`config.mk`:
```
export PLATFORM = sky130hd
export DESIGN_NAME = mvb2mfb
export DESIGN_NICKNAME = d
export VERILOG_FILES = /design/src/design/mvb2mfb_pkg.sv /design/src/design/item_lane_if.sv /design/src/design/mvb2mfb.sv /design/src/design/mfb_frame_assembler.sv /design/src/design/mvb_item_queue.sv
export SDC_FILE = /design/constraint.sdc
export NUM_CORES = 1
export LEC_CHECK = 0
export BUFFER_PORTS_ARGS = -buffer_cell sky130_fd_sc_hd__buf_2
export CORE_UTILIZATION = 23
export DETAILED_ROUTE_END_ITERATION = 7
export HOLD_SLACK_MARGIN = 0.08
export PLACE_DENSITY = 0.47
export SLEW_MARGIN = 10
export SYNTH_ARGS = -nofsm -noshare
export SYNTH_HDL_FRONTEND = slang
export SYNTH_SLANG_ARGS = --single-unit
```
`constraint.sdc`:
```
create_clock -name CLK -period 9.2 [get_ports CLK]
set_input_delay 0.46 -clock CLK [delete_from_list [all_inputs] [get_ports CLK]]
set_output_delay 0.46 -clock CLK [all_outputs]
set_load 0.01 [all_outputs]
```
`src/design/mvb2mfb_pkg.sv`:
```
// MVB to MFB converter shared definitions
// default bus geometry and the widths that follow from it
`default_nettype none

package mvb2mfb_pkg;

    // =========================================================================
    // bus geometry defaults
    // =========================================================================
    parameter int MVB_ITEMS       = 4;
    parameter int MFB_REGIONS     = 2;
    parameter int MFB_REGION_SIZE = 2;
    parameter int MFB_BLOCK_SIZE  = 4;
    parameter int MFB_ITEM_WIDTH  = 8;
    parameter int META_WIDTH      = 8;

    // =========================================================================
    // derived widths
    // =========================================================================
    // start position selects a block inside a region
    function automatic int sof_pos_bits(int region_size);
        return (region_size > 1) ? $clog2(region_size) : 1;
    endfunction

    // end position selects an item inside a region
    function automatic int eof_pos_bits(int region_size, int block_size);
        return (region_size * block_size > 1) ? $clog2(region_size * block_size) : 1;
    endfunction

    // one MVB item fills one whole region
    parameter int item_width    = MFB_REGION_SIZE * MFB_BLOCK_SIZE * MFB_ITEM_WIDTH;
    parameter int sof_pos_width = sof_pos_bits(MFB_REGION_SIZE);
    parameter int eof_pos_width = eof_pos_bits(MFB_REGION_SIZE, MFB_BLOCK_SIZE);

endpackage

`default_nettype wire
```
`src/design/item_lane_if.sv`:
```
// Item lane between an item queue and the frame assembler
// carries up to REGIONS compacted items per cycle, lowest region first
`timescale 1ns/10ps
`default_nettype none

interface item_lane_if #(
    parameter int  REGIONS   = mvb2mfb_pkg::MFB_REGIONS,
    parameter type payload_t = logic [mvb2mfb_pkg::item_width-1:0]
);

    payload_t [REGIONS-1:0] payload;
    logic     [REGIONS-1:0] vld;
    logic                   src_rdy;
    logic                   dst_rdy;

    modport queue (
        output payload,
        output vld,
        output src_rdy,
        input  dst_rdy
    );

    modport assembler (
        input  payload,
        input  vld,
        input  src_rdy,
        output dst_rdy
    );

endinterface

`default_nettype wire

```
`src/design/mvb2mfb.sv`:
```
// MVB to MFB converter top level
// two item queues (data and metadata) feeding one frame assembler
`timescale 1ns/10ps
`default_nettype none

module mvb2mfb #(
    parameter int   MVB_ITEMS       = mvb2mfb_pkg::MVB_ITEMS,
    parameter int   MFB_REGIONS     = mvb2mfb_pkg::MFB_REGIONS,
    parameter int   MFB_REGION_SIZE = mvb2mfb_pkg::MFB_REGION_SIZE,
    parameter int   MFB_BLOCK_SIZE  = mvb2mfb_pkg::MFB_BLOCK_SIZE,
    parameter int   MFB_ITEM_WIDTH  = mvb2mfb_pkg::MFB_ITEM_WIDTH,
    parameter int   META_WIDTH      = mvb2mfb_pkg::META_WIDTH,
    localparam int  ITEM_W          = MFB_REGION_SIZE * MFB_BLOCK_SIZE * MFB_ITEM_WIDTH,
    localparam int  SOF_W           = mvb2mfb_pkg::sof_pos_bits(MFB_REGION_SIZE),
    localparam int  EOF_W           = mvb2mfb_pkg::eof_pos_bits(MFB_REGION_SIZE,
                                                                MFB_BLOCK_SIZE)
) (
    input  wire logic                          CLK,
    input  wire logic                          rst,

    // MVB input
    input  wire logic [MVB_ITEMS*ITEM_W-1:0]     rx_mvb_data,
    input  wire logic [MVB_ITEMS*META_WIDTH-1:0] rx_mvb_meta,
    input  wire logic [MVB_ITEMS-1:0]            rx_mvb_vld,
    input  wire logic                          rx_mvb_src_rdy,
    output logic                               rx_mvb_dst_rdy,

    // MFB output
    output logic [MFB_REGIONS*ITEM_W-1:0]      tx_mfb_data,
    output logic [MFB_REGIONS*META_WIDTH-1:0]  tx_mfb_meta,
    output logic [MFB_REGIONS*SOF_W-1:0]       tx_mfb_sof_pos,
    output logic [MFB_REGIONS*EOF_W-1:0]       tx_mfb_eof_pos,
    output logic [MFB_REGIONS-1:0]             tx_mfb_sof,
    output logic [MFB_REGIONS-1:0]             tx_mfb_eof,
    output logic                               tx_mfb_src_rdy,
    input  wire logic                          tx_mfb_dst_rdy
);

    typedef logic [ITEM_W-1:0]     data_item_t;
    typedef logic [META_WIDTH-1:0] meta_item_t;

    item_lane_if #(.REGIONS(MFB_REGIONS), .payload_t(data_item_t)) data_lane ();
    item_lane_if #(.REGIONS(MFB_REGIONS), .payload_t(meta_item_t)) meta_lane ();

    // =========================================================================
    // item queues
    // =========================================================================
    mvb_item_queue #(
        .ITEMS     (MVB_ITEMS),
        .REGIONS   (MFB_REGIONS),
        .payload_t (data_item_t)
    ) data_queue (
        .CLK        (CLK),
        .rst        (rst),
        .in_items   (rx_mvb_data),
        .in_vld     (rx_mvb_vld),
        .in_src_rdy (rx_mvb_src_rdy),
        .in_dst_rdy (rx_mvb_dst_rdy),
        .lane       (data_lane.queue)
    );

    // same handshake as data_queue, so its ready is not needed
    mvb_item_queue #(
        .ITEMS     (MVB_ITEMS),
        .REGIONS   (MFB_REGIONS),
        .payload_t (meta_item_t)
    ) meta_queue (
        .CLK        (CLK),
        .rst        (rst),
        .in_items   (rx_mvb_meta),
        .in_vld     (rx_mvb_vld),
        .in_src_rdy (rx_mvb_src_rdy),
        .in_dst_rdy (),
        .lane       (meta_lane.queue)
    );

    // =========================================================================
    // frame assembler
    // =========================================================================
    mfb_frame_assembler #(
        .REGIONS     (MFB_REGIONS),
        .REGION_SIZE (MFB_REGION_SIZE),
        .BLOCK_SIZE  (MFB_BLOCK_SIZE),
        .ITEM_WIDTH  (MFB_ITEM_WIDTH),
        .META_WIDTH  (META_WIDTH)
    ) assembler (
        .CLK            (CLK),
        .rst            (rst),
        .data_lane      (data_lane.assembler),
        .meta_lane      (meta_lane.assembler),
        .tx_mfb_data    (tx_mfb_data),
        .tx_mfb_meta    (tx_mfb_meta),
        .tx_mfb_sof_pos (tx_mfb_sof_pos),
        .tx_mfb_eof_pos (tx_mfb_eof_pos),
        .tx_mfb_sof     (tx_mfb_sof),
        .tx_mfb_eof     (tx_mfb_eof),
        .tx_mfb_src_rdy (tx_mfb_src_rdy),
        .tx_mfb_dst_rdy (tx_mfb_dst_rdy)
    );

endmodule

`default_nettype wire

```
`src/design/mfb_frame_assembler.sv`:
```
// MFB frame assembler
// packs the data and metadata lanes into registered MFB words with one
// single-region frame per valid item
`timescale 1ns/10ps
`default_nettype none

module mfb_frame_assembler #(
    parameter int REGIONS     = mvb2mfb_pkg::MFB_REGIONS,
    parameter int REGION_SIZE = mvb2mfb_pkg::MFB_REGION_SIZE,
    parameter int BLOCK_SIZE  = mvb2mfb_pkg::MFB_BLOCK_SIZE,
    parameter int ITEM_WIDTH  = mvb2mfb_pkg::MFB_ITEM_WIDTH,
    parameter int META_WIDTH  = mvb2mfb_pkg::META_WIDTH
) (
    input  wire logic CLK,
    input  wire logic rst,

    item_lane_if.assembler data_lane,
    item_lane_if.assembler meta_lane,

    output logic [REGIONS*REGION_SIZE*BLOCK_SIZE*ITEM_WIDTH-1:0]             tx_mfb_data,
    output logic [REGIONS*META_WIDTH-1:0]                                    tx_mfb_meta,
    output logic [REGIONS*mvb2mfb_pkg::sof_pos_bits(REGION_SIZE)-1:0]        tx_mfb_sof_pos,
    output logic [REGIONS*mvb2mfb_pkg::eof_pos_bits(REGION_SIZE, BLOCK_SIZE)-1:0]
                                                                             tx_mfb_eof_pos,
    output logic [REGIONS-1:0]                                               tx_mfb_sof,
    output logic [REGIONS-1:0]                                               tx_mfb_eof,
    output logic                                                             tx_mfb_src_rdy,
    input  wire logic                                                        tx_mfb_dst_rdy
);

    import mvb2mfb_pkg::*;

    localparam int REGION_W   = REGION_SIZE * BLOCK_SIZE * ITEM_WIDTH;
    localparam int SOF_W      = sof_pos_bits(REGION_SIZE);
    localparam int EOF_W      = eof_pos_bits(REGION_SIZE, BLOCK_SIZE);
    localparam int LAST_ITEM  = REGION_SIZE * BLOCK_SIZE - 1;

    logic [REGIONS*REGION_W-1:0]   data_q;
    logic [REGIONS*META_WIDTH-1:0] meta_q;
    logic [REGIONS-1:0]            vld_q;
    logic                          full_q;

    logic                          load;

    // =========================================================================
    // output register and back-pressure
    // =========================================================================
    // register takes a new word when empty or drained this cycle
    assign load = !full_q || tx_mfb_dst_rdy;

    assign data_lane.dst_rdy = load;
    assign meta_lane.dst_rdy = load;

    always_ff @(posedge CLK) begin
        if (rst) begin
            full_q <= 1'b0;
            vld_q  <= '0;
        end else if (load) begin
            full_q <= data_lane.src_rdy;
            vld_q  <= data_lane.src_rdy ? data_lane.vld : '0;
        end
    end

    always_ff @(posedge CLK) begin
        if (load && data_lane.src_rdy) begin
            data_q <= data_lane.payload;
            meta_q <= meta_lane.payload;
        end
    end

    // =========================================================================
    // frame markers
    // =========================================================================
    // every item is a whole frame, so sof and eof coincide
    assign tx_mfb_sof     = vld_q;
    assign tx_mfb_eof     = vld_q;
    assign tx_mfb_data    = data_q;
    assign tx_mfb_meta    = meta_q;
    assign tx_mfb_src_rdy = full_q;

    for (genvar r = 0; r < REGIONS; r++) begin : g_pos
        assign tx_mfb_sof_pos[r*SOF_W +: SOF_W] = '0;
        assign tx_mfb_eof_pos[r*EOF_W +: EOF_W] = EOF_W'(LAST_ITEM);
    end

    // =========================================================================
    // assertions
    // =========================================================================
    // both queues must advance in lockstep
    assert property (@(posedge CLK) disable iff (rst)
        (data_lane.src_rdy == meta_lane.src_rdy) && (data_lane.vld == meta_lane.vld))
        else $error("frame assembler: data and metadata lanes out of step");

    assert property (@(posedge CLK) disable iff (rst)
        (tx_mfb_src_rdy && !tx_mfb_dst_rdy) |=>
            (tx_mfb_src_rdy && $stable(tx_mfb_data) && $stable(tx_mfb_meta)
             && $stable(tx_mfb_sof)))
        else $error("frame assembler: output word changed while stalled");

endmodule

`default_nettype wire

```
`src/design/mvb_item_queue.sv`:
```
// MVB item queue
// holds one input word and hands out its valid items in index order,
// up to REGIONS items per lane transfer
`timescale 1ns/10ps
`default_nettype none

module mvb_item_queue #(
    parameter int  ITEMS     = mvb2mfb_pkg::MVB_ITEMS,
    parameter int  REGIONS   = mvb2mfb_pkg::MFB_REGIONS,
    parameter type payload_t = logic [mvb2mfb_pkg::item_width-1:0]
) (
    input  wire logic                   CLK,
    input  wire logic                   rst,

    input  wire payload_t [ITEMS-1:0]   in_items,
    input  wire logic     [ITEMS-1:0]   in_vld,
    input  wire logic                   in_src_rdy,
    output logic                        in_dst_rdy,

    item_lane_if.queue                  lane
);

    localparam int IDX_W = (ITEMS > 1) ? $clog2(ITEMS) : 1;

    payload_t [ITEMS-1:0] items_q;
    logic     [ITEMS-1:0] mask_q;

    logic     [ITEMS-1:0] take_mask;
    logic     [ITEMS-1:0] rest_mask;
    logic     [REGIONS-1:0] sel_vld;
    logic     [IDX_W-1:0] sel_idx [REGIONS];

    logic                 lane_xfer;
    logic                 in_accept;

    // =========================================================================
    // item selection
    // =========================================================================
    // first REGIONS pending items, lowest index first
    always_comb begin : select_items
        int slot;
        slot      = 0;
        sel_vld   = '0;
        take_mask = '0;
        for (int r = 0; r < REGIONS; r++) begin
            sel_idx[r] = '0;
        end
        for (int i = 0; i < ITEMS; i++) begin
            if (mask_q[i] && slot < REGIONS) begin
                sel_vld[slot] = 1'b1;
                sel_idx[slot] = IDX_W'(i);
                take_mask[i]  = 1'b1;
                slot          = slot + 1;
            end
        end
    end

    for (genvar r = 0; r < REGIONS; r++) begin : g_region
        assign lane.payload[r] = items_q[sel_idx[r]];
    end

    assign lane.vld     = sel_vld;
    assign lane.src_rdy = |mask_q;

    assign rest_mask = mask_q & ~take_mask;
    assign lane_xfer = lane.src_rdy && lane.dst_rdy;

    // empty now, or the last items go out this cycle
    assign in_dst_rdy = !(|mask_q) || (lane_xfer && rest_mask == '0);
    assign in_accept  = in_src_rdy && in_dst_rdy;

    // =========================================================================
    // word storage
    // =========================================================================
    always_ff @(posedge CLK) begin
        if (rst) begin
            mask_q <= '0;
        end else if (in_accept) begin
            // an all-zero mask drops the word here
            mask_q <= in_vld;
        end else if (lane_xfer) begin
            mask_q <= rest_mask;
        end
    end

    always_ff @(posedge CLK) begin
        if (in_accept) begin
            items_q <= in_items;
        end
    end

    // =========================================================================
    // assertions
    // =========================================================================
    // valid regions are packed from region 0 upward
    assert property (@(posedge CLK) disable iff (rst)
        (lane.vld & (lane.vld + 1'b1)) == '0)
        else $error("item queue: lane vld has a gap");

    assert property (@(posedge CLK) disable iff (rst)
        lane.src_rdy |-> (|lane.vld))
        else $error("item queue: src_rdy without a valid region");

endmodule

`default_nettype wire

```
=== Yosys cells after proc, flatten, opt, wreduce, memory -nomap -nowiden ===
Cells that the tools add are included.

* Add/sub/neg operators: 4
* $lt $le $gt $ge: 28
* Muxes and demuxes: 54
* Reductions and logical operators: 33
* Bitwise gates (word level): 21

{| class="wikitable"
|+ Operator list
! operator !! count
|-
| $bmux 64 s2 || 2
|-
| $ge 32x2->1 const B || 6
|-
| $lt 32x1->1 const B || 6
|-
| $lt 32x3->1 const B || 6
|-
| $mux 32 || 4
|-
| $mux 64 || 2
|-
| $not 32->32 || 4
|-
| $add 32x2->32 const B || 2
|-
| $ge 32x1->1 const B || 2
|-
| $not 1->32 || 2
|-
| $bmux 8 s2 || 2
|-
| $mux 4 || 8
|-
| $logic_and 1x1->1 || 21
|-
| $mux 2 || 10
|-
| $mux 8 || 2
|-
| $mux 1 || 13
|-
| $demux 2 s1 || 6
|-
| $lt 2x3->1 const B || 4
|-
| $and 4x4->4 || 2
|-
| $logic_not 4->1 || 2
|-
| $not 4->4 || 2
|-
| $or 4x4->4 || 2
|-
| $reduce_or 4->1 || 2
|-
| $lt 1x2->1 const B || 3
|-
| other kinds (11) || 25
|}

* Input bits: 296
* Logic and storage cells: 154
* Register bits after elaboration: 443
* Output and inout bits: 158

=== Depth between registers and ports, before layout ===
Gate-level depths: netlist (run 1).

* Word-level depth: 17
* Depth in mapped cells: 9
* Depth with buffers taken out: 8

=== By module ===
A second synthesis (run 1) with hierarchy kept.

* Cells, all modules: 1310
* Area, all modules: 19936.6 sq um

{| class="wikitable"
|+ Modules (own cells, without submodules)
! module !! times used !! cells each !! area each (sq um) !! seq. area each (sq um)
|-
| mvb_item_queue (data_queue) || 1 || 976 || 13352.8 || 7767.4
|-
| mfb_frame_assembler || 1 || 171 || 4534.3 || 4384.2
|-
| mvb_item_queue (meta_queue) || 1 || 163 || 2049.5 || 1041.0
|}

=== Worst setup path after synthesis (run 1) ===
No wires, ideal clock.

* Path kind: register to register
* From: register data_queue.mask_q[1]
* To: register data_queue.mask_q[0]
* Data required time: 9112 ps
* Cell stages (with the launch flop): 9
* Buffers on the path: 0
* Library setup time: 88 ps
* Setup slack: 1154 ps
* Period minus slack after synthesis: 8046 ps
* Arrival: 7958 ps
* Cell sequence: dfxtp_1 ha_1 nand2b_1 fa_1 inv_1 a221oi_1 o21a_1 a22oi_1 nor2_1

* Word-level cells in the longest chain between the ends: 15
* Elaborated cells on any way between the ends: 22
* Classes of those cells: add/sub: 1; order compare: 2; mux: 6; bitwise: 2; reduce/logical: 11

{| class="wikitable"
|+ Ends and longest elaborated chain
! item !! line !! text
|-
| start, declared || mvb_item_queue.sv:26 || <nowiki>logic [ITEMS-1:0] mask_q;</nowiki>
|-
| start signal, assigned || mvb_item_queue.sv:80 || <nowiki>mask_q <= in_vld;</nowiki>
|-
| start signal, assigned || mvb_item_queue.sv:82 || <nowiki>mask_q <= rest_mask;</nowiki>
|-
| $logic_and 1x1->1 || mvb_item_queue.sv:49 || <nowiki>if (mask_q[i] && slot < REGIONS) begin</nowiki>
|-
| $mux 32 || mvb_item_queue.sv:49 ||
|-
| $lt 32x3->1 || mvb_item_queue.sv:49 ||
|-
| $logic_and 1x1->1 || mvb_item_queue.sv:49 ||
|-
| $mux 32 || mvb_item_queue.sv:49 ||
|-
| $lt 32x3->1 || mvb_item_queue.sv:49 ||
|-
| $logic_and 1x1->1 || mvb_item_queue.sv:49 ||
|-
| $mux 1 || mvb_item_queue.sv:49 ||
|-
| $not 4->4 || mvb_item_queue.sv:65 || <nowiki>assign rest_mask = mask_q & ~take_mask;</nowiki>
|-
| $and 4x4->4 || mvb_item_queue.sv:65 ||
|-
| $logic_not 4->1 || mvb_item_queue.sv:69 || <nowiki>assign in_dst_rdy = !(|mask_q) || (lane_xfer && rest_mask == '0);</nowiki>
|-
| $logic_and 1x1->1 || mvb_item_queue.sv:69 ||
|-
| $logic_or 1x1->1 (*) || mvb_item_queue.sv:69 ||
|-
| $logic_and 1x1->1 (*) || mvb_item_queue.sv:70 || <nowiki>assign in_accept = in_src_rdy && in_dst_rdy;</nowiki>
|-
| via data_queue.in_accept || mvb_item_queue.sv:34 || <nowiki>logic in_accept;</nowiki>
|-
| $mux 4 or $reduce_bool 2->1 (tied branches) || -- ||
|}

Mark *: on every way through the listed nets, which the timed path passes. The rest lies on a longest branch.
A chain may end at the register's enable or synchronous reset.

=== Worst setup path after layout (run 1) ===
* From: register data_queue.mask_q[1]
* To: register assembler.data_q[42], in the netlist assembler.tx_mfb_data[42], data pin

* Word-level cells in the longest chain between the ends: 14
* Elaborated cells on any way between the ends: 29
* Classes of those cells: add/sub: 1; order compare: 6; mux: 11; bitwise: 6; reduce/logical: 5

{| class="wikitable"
|+ Ends and longest elaborated chain
! item !! line !! text
|-
| $logic_and 1x1->1 (*) || mvb_item_queue.sv:49 ||
|-
| $mux 32 || mvb_item_queue.sv:49 ||
|-
| $lt 32x3->1 or $not 32->32 (tied branches) || mvb_item_queue.sv:49, mvb_item_queue.sv:51 ||
|-
| $logic_and 1x1->1 (tied with other cells) || mvb_item_queue.sv:49 ||
|-
| $mux 32 or $logic_and 1x1->1 (tied branches) || mvb_item_queue.sv:49, mvb_item_queue.sv:51 ||
|-
| $not 32->32 (not written as such) or $mux 2 (tied branches) || mvb_item_queue.sv:51 || <nowiki>sel_idx[slot] = IDX_W'(i);</nowiki>
|-
| $ge 32x2->1 (not written as such) (tied with other cells) || mvb_item_queue.sv:51 ||
|-
| $logic_and 1x1->1 (not written as such) or $not 2->2 (tied branches) || -- ||
|-
| $mux 2 (not written as such) or $and 2x2->2 (tied branches) || -- ||
|-
| $demux 2 s1 or $mux 4 (tied branches) || mvb_item_queue.sv:51, mvb_item_queue.sv:49 ||
|-
| $or 4x4->4 (no line) || -- ||
|-
| $mux 4 (*) || mvb_item_queue.sv:49 ||
|-
| $bmux 64 s2 (*) || mvb_item_queue.sv:59 || <nowiki>assign lane.payload[r] = items_q[sel_idx[r]];</nowiki>
|-
| $mux 64 (not written as such) (*) || mvb_item_queue.sv:59 ||
|-
| via assembler.data_lane.payload[42] || item_lane_if.sv:24 || <nowiki>input payload,</nowiki>
|-
| end signal, assigned || mfb_frame_assembler.sv:66 || <nowiki>data_q <= data_lane.payload;</nowiki>
|-
| end, declared || mfb_frame_assembler.sv:38 || <nowiki>logic [REGIONS*REGION_W-1:0] data_q;</nowiki>
|}

Mark *: on every way through the listed nets, which the timed path passes. The rest lies on a longest branch. The select of a mux whose other input is x is not followed.

==> results of run 1 <==
==> final cells by class <==
class / instances / area, um^2
timing repair buffer: 747 / 5230
multi-input combinational: 485 / 4050
antenna: 3 / 7.51
clock inverter: 35 / 241
sequential: 443 / 13200
tap: 978 / 1220
fill: 7404 / 50500
inverter: 15 / 56.3
clock buffer: 59 / 1310
==> cells in the final DEF (no fill, tap or decap), drive strengths merged, types with 10 or more instances in the layout <==
cell and instances:
a21oi 19, nand2 147, inv 16, clkinv 29
mux4 72, dfxtp 11, a31oi 65, edfxtp 432
clkbuf 59, nor2 18, o22ai 73, buf 460
a211oi 10, dlygate4sd3 287
==> final timing paths <==
check	depth (start not counted)	slack [ns]	end	start
worst max-delay path	8	5.48	assembler.tx_mfb_data[42]	data_queue.mask_q[1]
worst min-delay path	2	0.12	meta_queue.mask_q[0]	rx_mvb_vld[0]
worst max register to register	8	5.48	assembler.tx_mfb_data[42]	data_queue.mask_q[1]
worst min register to register	2	0.52	assembler.tx_mfb_eof[1]	assembler.tx_mfb_eof[1]
==> routing by layer <==
metal | up-vias | share of wire (%) | routed length, um
met4 | 2 | 2.4 | 1280
li1 | 5528 | - | -
met1 | 6123 | 41 | 22300
met5 | - | 0.020 | 11
met3 | 92 | 7.5 | 4060
met2 | 472 | 49 | 26800
==> worst max-delay path, delay by kind of cell (launching register included) <==
family                   cells  cell delay (ns)
AND/OR/NAND/NOR              4             0.92
adder cells (fa/ha/maj)      2             0.80
flip-flops                   1             0.33
multiplexers                 1             0.60
buffers and inverters        1             0.73
==> logic make-up (layout without fill, tap and decap cells) <==
family          after synthesis  after routing
buf+inv                      80            856
mux                          81             81
fa+ha+maj                    10             10
compound gates              199            199
xor+xnor                      2              2
other cells                   2             11
flops                       443            443
simple gates                185            185
==> what timing repair did <==
item / 4_1_cts / 5_1_grt
resized for setup: 0 / 0
endpoints found under the setup margin: 0 / 0
setup buffers: 0 / 0
endpoints found under the hold margin: 287 / 0
hold buffers: 287 / 0
==> power breakdown <==
part           switching, mW  internal, mW
Sequential            0.0770          2.45
Clock                  0.850          1.05
Combinational          0.368         0.315
Total                   1.29          3.82
==> metrics by stage <==
stage / std cells / hold slack (ns)
2_1_floorplan: 1008 / 0.489
3_3_place_gp: 2381 / 0.517
3_5_place_dp: 2381 / 0.523
4_1_cts: 2762 / 0.0800
5_1_grt: 2763 / 0.0895
6_report: 2765 / 0.122
==> state kept, by name, indices dropped and copies added (netlist names) <==
name,cells
assembler.tx_mfb_eof,2
data_queue.items_q,256
meta_queue.mask_q,4
assembler.tx_mfb_src_rdy,1
assembler.tx_mfb_data,128
assembler.tx_mfb_meta,16
meta_queue.items_q,32
data_queue.mask_q,4
==> results by group, run 1 <==
Timing
  – Final Setup Violations: 0
  – Transition time of the tightest slew-check pin: 1.10 ns
  – Highest clock rate: 269 MHz
  – Setup repair after global routing missed its margin: no
  – Endpoints failing hold: 0
  – Final period util: 40.4%
  – Final count of pins violating max slew: 0
  – Setup slack after layout: 5.48 ns
  – Post-route setup TNS: 0 ns
  – Relative slew slack: 26.8%
  – Minimum period implied by the final worst setup slack: 3.72 ns
  – Worst clock skew on the final layout: 0.0248 ns

Worst setup path
  – Critical path, cell by cell: ha_1, nand2b_1, fa_1, nand2_1, nand2_1, nand2_8, buf_4, mux4_2
  – Crit path largest cell delay: 0.73 ns
  – Data required time at the worst endpoint: 9.52 ns
  – Setup crit end kind: flip-flop
  – Cell repeated most along the worst path: sky130_fd_sc_hd__nand2_1
  – Worst setup path class: flip-flop to flip-flop
  – CP Launch Type: flip-flop
  – Largest fanout on the critical path: 35
  – Crit-path slowest cell: sky130_fd_sc_hd__buf_4
  – Crit path arrival time: 4.03 ns

Yosys
  – Post-synthesis cell type with the largest combined area: sky130_fd_sc_hd__edfxtp_1
  – Synth top area cells: sky130_fd_sc_hd__edfxtp_1 (74%), sky130_fd_sc_hd__mux4_2 (9.2%), sky130_fd_sc_hd__nand2_1 (3.1%)
  – Syn_area_per_cell: 17.5 um^2
  – Count of unique library cells instantiated by Yosys: 53
  – Predominant post-synthesis flop cell: sky130_fd_sc_hd__edfxtp_1
  – Most numerous cell types in the synthesized netlist: sky130_fd_sc_hd__edfxtp_1 (432), sky130_fd_sc_hd__nand2_1 (146), sky130_fd_sc_hd__o22ai_1 (73), sky130_fd_sc_hd__mux4_2 (72), sky130_fd_sc_hd__a31oi_1 (64)
  – Number of flops mapped to enable cells by yosys: 432
  – Arithmetic-cell share of the synthesized area counting full adders, half adders and majority gates: 0.754%
  – Total of flip-flops plus latches after synthesis: 443
  – Proportion of synthesized flip-flops having asynchronous set or reset: 0%
  – Mux share of post-synthesis cell area: 9.73%
  – Area share of the largest cell type after synthesis: 73.8%
  – Most used standard cell by instance count after synthesis: sky130_fd_sc_hd__edfxtp_1
  – Total standard cell area after synthesis: 17600 um^2
  – Post-Synthesis Cells: 1002
  – Dominant combinational cell family by area after synthesis: multiplexers
  – Area share of xor/xnor cells in the synthesized design: 0.0996%
  – Count of yosys warnings during synthesis: 0
  – Post-synthesis share of cell area spent on and, or, nand and nor gates: 4.41%
  – Synth Area in Compound Gates: 7.42%
  – Fraction of the yosys area taken by sequential cells: 75.0%

Global routing
  – GRT Residual Overflow: 0
  – GR Layer Usage met3: 3.92%
  – Tot GR Track Use: 13.6%
  – Antenna violations before repair: 6
  – Top Usage Layer GRT: met2
  – Vias in the first global route: 13100
  – Met1 GRT Util: 16.5%
  – Met2 usage in global routing: 23.1%
  – Largest net degree at the start of global routing: 145
  – Wire length of the first global-routing pass: 79400 um

Drt
  – Number of optimization iterations in the first detailed-route pass: 5
  – DRC violations left: 0
  – Number of vias after detailed routing: 12200
  – Number of vias per cell: 4.42
  – Violation count after the first detailed-routing iteration: 710
  – Aggregate routed wire length: 54400 um
  – WL/cell: 19.7 um
  – Detail Route Antenna Nets: 0

Placed design
  – Setup slack after placement: 5.38 ns
  – Cell area after placement: 20900 um^2
  – Input/output buffers: 445
  – Post-DP HPWL: 34900 um
  – Final weighted congestion in routability-driven placement: 0.778

Floorplanning
  – Row count: 101
  – Placeable core region: 75800 um^2
  – Floorplan die area: 77600 um^2
  – Top-Level Pins: 454
  – Starting Density: 23.2%
  – Width of the die: 278 um
  – Die Height: 278 um

CTS
  – H-tree levels: 2
  – Total clock sinks: 443
  – Maximum root-to-sink buffer count: 3
  – Clock-pin slew on the worst setup and hold paths: 0.06 ns
  – Root cell of the clock tree: sky130_fd_sc_hd__clkbuf_16
  – Total clock buffers created by CTS: 51
  – TritonCTS clock tree: done
  – Clock network latency to the later pin of the worst-skew pair: 0.60 ns

Power
  – Leakage power: 9.48 nW
  – Worst supply voltage drop on vdd: 0.126 mV
  – Power per cell area: 202 nW/um^2
  – Post-route total power: 5.11 mW

Outcome
  – Run status: complete, no violations

Layout
  – Area growth from synthesis to final layout: 43.9%
  – Nets@finish: 2049
  – Fin area: 25300 um^2
  – Fraction of layout cells with a size suffix above 1: 35.0%
  – Final design utilization: 33.4%

Run
  – Max-cap violation count: 0

Min path
  – Hold crit path type: input port to flip-flop
(Power assumes the default switching activity.)
==> run 2, diff against run 1 <==
Settings changed: ABC_AREA from default to 1.
Clock period 9.2 ns to 3.7 ns, I/O delays scaled along.
==> run 2 against run 1 <==
Register-to-register slack got worse by 4.7 ns. Sequential power rose to 2.8 times the previous value. Sequential cell count unchanged. Count of clock-buffer cells in the layout increased by 10. Critical path type unchanged.
==> results by group, run 2 <==
Timing
  – Final count of pins violating max slew: 0 (unchanged)
  – Transition time of the tightest slew-check pin: 0.693 ns (-0.404 ns)
  – Endpoints failing hold: 0 (unchanged)
  – Post-route setup TNS: 0 ns (unchanged)
  – Setup repair after global routing missed its margin: no
  – Highest clock rate: 346 MHz (+29%)
  – Worst hold slack across all endpoints: 0.172 ns (+0.0496 ns)
  – Worst clock skew on the final layout: 0.0240 ns (-0.000746 ns)
  – Final period util: 78.1% (+38 points)
  – Minimum period implied by the final worst setup slack: 2.89 ns (-0.826 ns)
  – Final Setup Violations: 0 (unchanged)
  – Relative slew slack: 53.8% (+27 points)

Floorplanning
  – Top-Level Pins: 454 (unchanged)
  – Starting Density: 23.4% (+0.17 points)
  – Placeable core region: 77800 um^2 (+2.7%)
  – Floorplan die area: 80200 um^2 (+3.4%)
  – Die Height: 283 um (+1.7%)
  – Row count: 102 (+0.99%)
  – Width of the die: 283 um (+1.7%)

Layout
  – Register ranked first by flip-flop count: data_queue.items_q
  – Leading cell types in the layout, fill and taps excluded: sky130_fd_sc_hd__buf_2 (445), sky130_fd_sc_hd__edfxtp_1 (432), sky130_fd_sc_hd__dlygate4sd3_1 (298), sky130_fd_sc_hd__nand2_1 (279), sky130_fd_sc_hd__nor2_1 (130)
  – Most common cell after layout, fill and taps aside: sky130_fd_sc_hd__buf_2
  – Flip-flop count of the largest register after layout: 256 (unchanged)
  – Nets@finish: 2492 (+22%)
  – Area growth from synthesis to final layout: 43.9% (about the same)
  – Fraction of layout cells with a size suffix above 1: 25.4% (-9.5 points)
  – Non-Filler Instances: 3269 (+18%)

CTS
  – Number of post-CTS setup repair buffers: 0 (unchanged)
  – Clock-pin slew on the worst setup and hold paths: 0.06 ns (about the same)
  – Root cell of the clock tree: sky130_fd_sc_hd__clkbuf_16
  – Maximum root-to-sink buffer count: 3 (unchanged)
  – Total clock sinks: 443 (unchanged)
  – TritonCTS clock tree: done
  – H-tree levels: 2 (unchanged)
  – Clock network latency to the later pin of the worst-skew pair: 0.60 ns (about the same)
  – Total clock buffers created by CTS: 52 (+2.0%)
  – Post-cts repair resize count: 0 (unchanged)

Drt
  – WL/cell: 17.9 um (-8.8%)
  – Number of vias after detailed routing: 14600 (+19%)
  – DRC violations left: 0 (unchanged)
  – Number of vias per cell: 4.46 (+0.87%)
  – Aggregate routed wire length: 58700 um (+7.8%)
  – Violation count after the first detailed-routing iteration: 1028 (+45%)
  – Detail Route Antenna Nets: 0 (unchanged)
  – Number of optimization iterations in the first detailed-route pass: 5 (unchanged)

Worst setup path
  – Crit path arrival time: 3.32 ns (-0.71 ns)
  – CP Launch Type: flip-flop
  – Data required time at the worst endpoint: 4.13 ns (-5.39 ns)
  – Worst setup path class: flip-flop to flip-flop
  – Setup crit end kind: flip-flop
  – Largest fanout on the critical path: 70 (+100%)

Placed design
  – Input/output buffers: 445 (unchanged)
  – Final weighted congestion in routability-driven placement: 0.822 (+5.7%)
  – Number of cells in the design after placement: 2874 (+21%)
  – Post-DP HPWL: 37500 um (+7.4%)

Run
  – Max-cap violation count: 0 (unchanged)

Global routing
  – Tot GR Track Use: 14.1% (+0.49 points)
  – Wire length of the first global-routing pass: 88300 um (+11%)
  – Vias in the first global route: 15200 (+16%)
  – Antenna violations before repair: 6 (unchanged)
  – Largest net degree at the start of global routing: 113 (-22%)
  – GRT Residual Overflow: 0 (unchanged)

Yosys
  – Post-Synthesis Cells: 1460 (+46%)
  – Dominant combinational cell family by area after synthesis: simple AND/OR/NAND/NOR gates
  – Count of unique library cells instantiated by Yosys: 37 (-30%)
  – Most used standard cell by instance count after synthesis: sky130_fd_sc_hd__edfxtp_1
  – Count of yosys warnings during synthesis: 0 (unchanged)
  – Most numerous cell types in the synthesized netlist: sky130_fd_sc_hd__edfxtp_1 (432), sky130_fd_sc_hd__nand2_1 (283), sky130_fd_sc_hd__nor2_1 (131), sky130_fd_sc_hd__o21ai_0 (119), sky130_fd_sc_hd__a21oi_1 (73)
  – Syn_area_per_cell: 12.5 um^2 (-29%)
  – Post-synthesis cell type with the largest combined area: sky130_fd_sc_hd__edfxtp_1
  – Proportion of synthesized flip-flops having asynchronous set or reset: 0% (unchanged)
  – Synth top area cells: sky130_fd_sc_hd__edfxtp_1 (71%), sky130_fd_sc_hd__nand2_1 (5.8%), sky130_fd_sc_hd__o21ai_0 (3.3%)
  – Synth Area in Compound Gates: 11.1% (+3.7 points)
  – Mux share of post-synthesis cell area: 0% (-9.7 points)
  – Total standard cell area after synthesis: 18200 um^2 (+3.4%)
  – Arithmetic-cell share of the synthesized area counting full adders, half adders and majority gates: 0.729% (-0.025 points)
  – Area share of the largest cell type after synthesis: 71.3% (-2.5 points)
  – Number of flops mapped to enable cells by yosys: 432 (unchanged)
  – Area share of xor/xnor cells in the synthesized design: 0% (-0.10 points)
  – Total of flip-flops plus latches after synthesis: 443 (unchanged)
  – Fraction of the yosys area taken by sequential cells: 72.5% (-2.5 points)
  – Predominant post-synthesis flop cell: sky130_fd_sc_hd__edfxtp_1
  – Post-synthesis share of cell area spent on and, or, nand and nor gates: 11.4% (+7.0 points)

Min path
  – Hold crit path type: input port to flip-flop

Outcome
  – Run status: complete, no violations

Power
  – Leakage power: 10.1 nW (+7.0%)
  – Power per cell area: 585 nW/um^2 (+190%)
  – Worst supply voltage drop on vdd: 0.309 mV (+150%)
-- run 2: changes by cell type after synthesis, moves of 44 or more --
cell / before / now
sky130_fd_sc_hd__nand2_1: 146 / 283
sky130_fd_sc_hd__nor2_1: 17 / 131
sky130_fd_sc_hd__o21ai_0: 6 / 119
sky130_fd_sc_hd__mux4_2: 72 / 0
sky130_fd_sc_hd__nand3_1: 2 / 71
sky130_fd_sc_hd__a31oi_1: 64 / 0
sky130_fd_sc_hd__a32oi_1: 0 / 64
sky130_fd_sc_hd__a21oi_1: 16 / 73
sky130_fd_sc_hd__inv_1: 14 / 58
-- run 2: layer usage --
metal  wire length [um]  part of all wire [%]  up-vias  GRT usage [%]
met5                  0                     0        -              0
met4               1500                   2.6        0           4.97
met3               4570                   7.8      110           3.81
met2              28400                    48      612           24.0
met1              24200                    41     7065           17.0
li1                   -                     -     6782              -
-- run 2: cell families after synthesis --
| kind of cell | after synthesis |
|---|---|
| compound gates | 338 |
| fa+ha+maj | 10 |
| buf+inv | 165 |
| flops | 443 |
| other cells | 2 |
| simple gates | 502 |
-- run 2: path summary, 6_finish.rpt --
path / cells after the start / to / slack [ns] / from
hold / removal: 7 / meta_queue.mask_q[2] / 0.17 / tx_mfb_dst_rdy
setup / recovery: 10 / assembler.tx_mfb_data[106] / 0.81 / data_queue.mask_q[0]
hold reg to reg: 2 / assembler.tx_mfb_eof[1] / 0.49 / assembler.tx_mfb_eof[1]
setup reg to reg: 10 / assembler.tx_mfb_data[106] / 0.81 / data_queue.mask_q[0]
-- run 2: metrics by stage --
| stage | worst slack (ns) | total power, mW | utilization, % | instance area (um^2) |
|---|---|---|---|---|
| after detailed placement | 0.827 | 10.4 | 27.8 | 21600 |
| final | 0.810 | 15.3 | 33.6 | 26200 |
| after global routing | 0.660 | 16.0 | 33.6 | 26200 |
| after CTS | 0.812 | 15.5 | 33.6 | 26200 |
| after floorplan | -1.90 | 8.90 | - | 18200 |
| after global placement | 0.910 | 10.4 | 27.8 | 21600 |
-- run 2: timing repair --
action	in CTS	in global routing
setup endpoints to repair	0	0
endpoints found under the hold margin	299	0
hold buffers	298	0
-- run 2: where the power goes --
group | switching (mW) | total [mW] | leakage [nW] | internal (mW)
clock | 2.05 | 4.77 | 0.753 | 2.72
sequential | 0.312 | 6.97 | 4.29 | 6.65
combinational | 2.29 | 3.56 | 5.10 | 1.27
total | 4.66 | 15.3 | 10.1 | 10.6
-- run 2: area by class of cell --
| cell class | instances | area, um^2 |
|---|---|---|
| Clock inverter | 23 | 191 |
| Multi-Input combinational cell | 858 | 4320 |
| Fill cell | 7713 | 51700 |
| Clock buffer | 69 | 1370 |
| Antenna cell | 5 | 12.5 |
| Tap cell | 1040 | 1300 |
| Sequential cell | 443 | 13200 |
| Timing Repair Buffer | 766 | 5530 |
| Inverter | 65 | 259 |
-- run 2: worst max-delay path, cell delays in order (launching register included) --
cell and delay [ns]:
sky130_fd_sc_hd__dfxtp_1 0.34, sky130_fd_sc_hd__ha_4 0.18, sky130_fd_sc_hd__nor2_4 0.14, sky130_fd_sc_hd__inv_2 0.06
sky130_fd_sc_hd__fa_2 0.54, sky130_fd_sc_hd__or2_1 0.20, sky130_fd_sc_hd__nand2_4 0.20, sky130_fd_sc_hd__inv_4 0.32
sky130_fd_sc_hd__buf_12 0.36, sky130_fd_sc_hd__o21ai_0 0.16, sky130_fd_sc_hd__o22ai_1 0.15
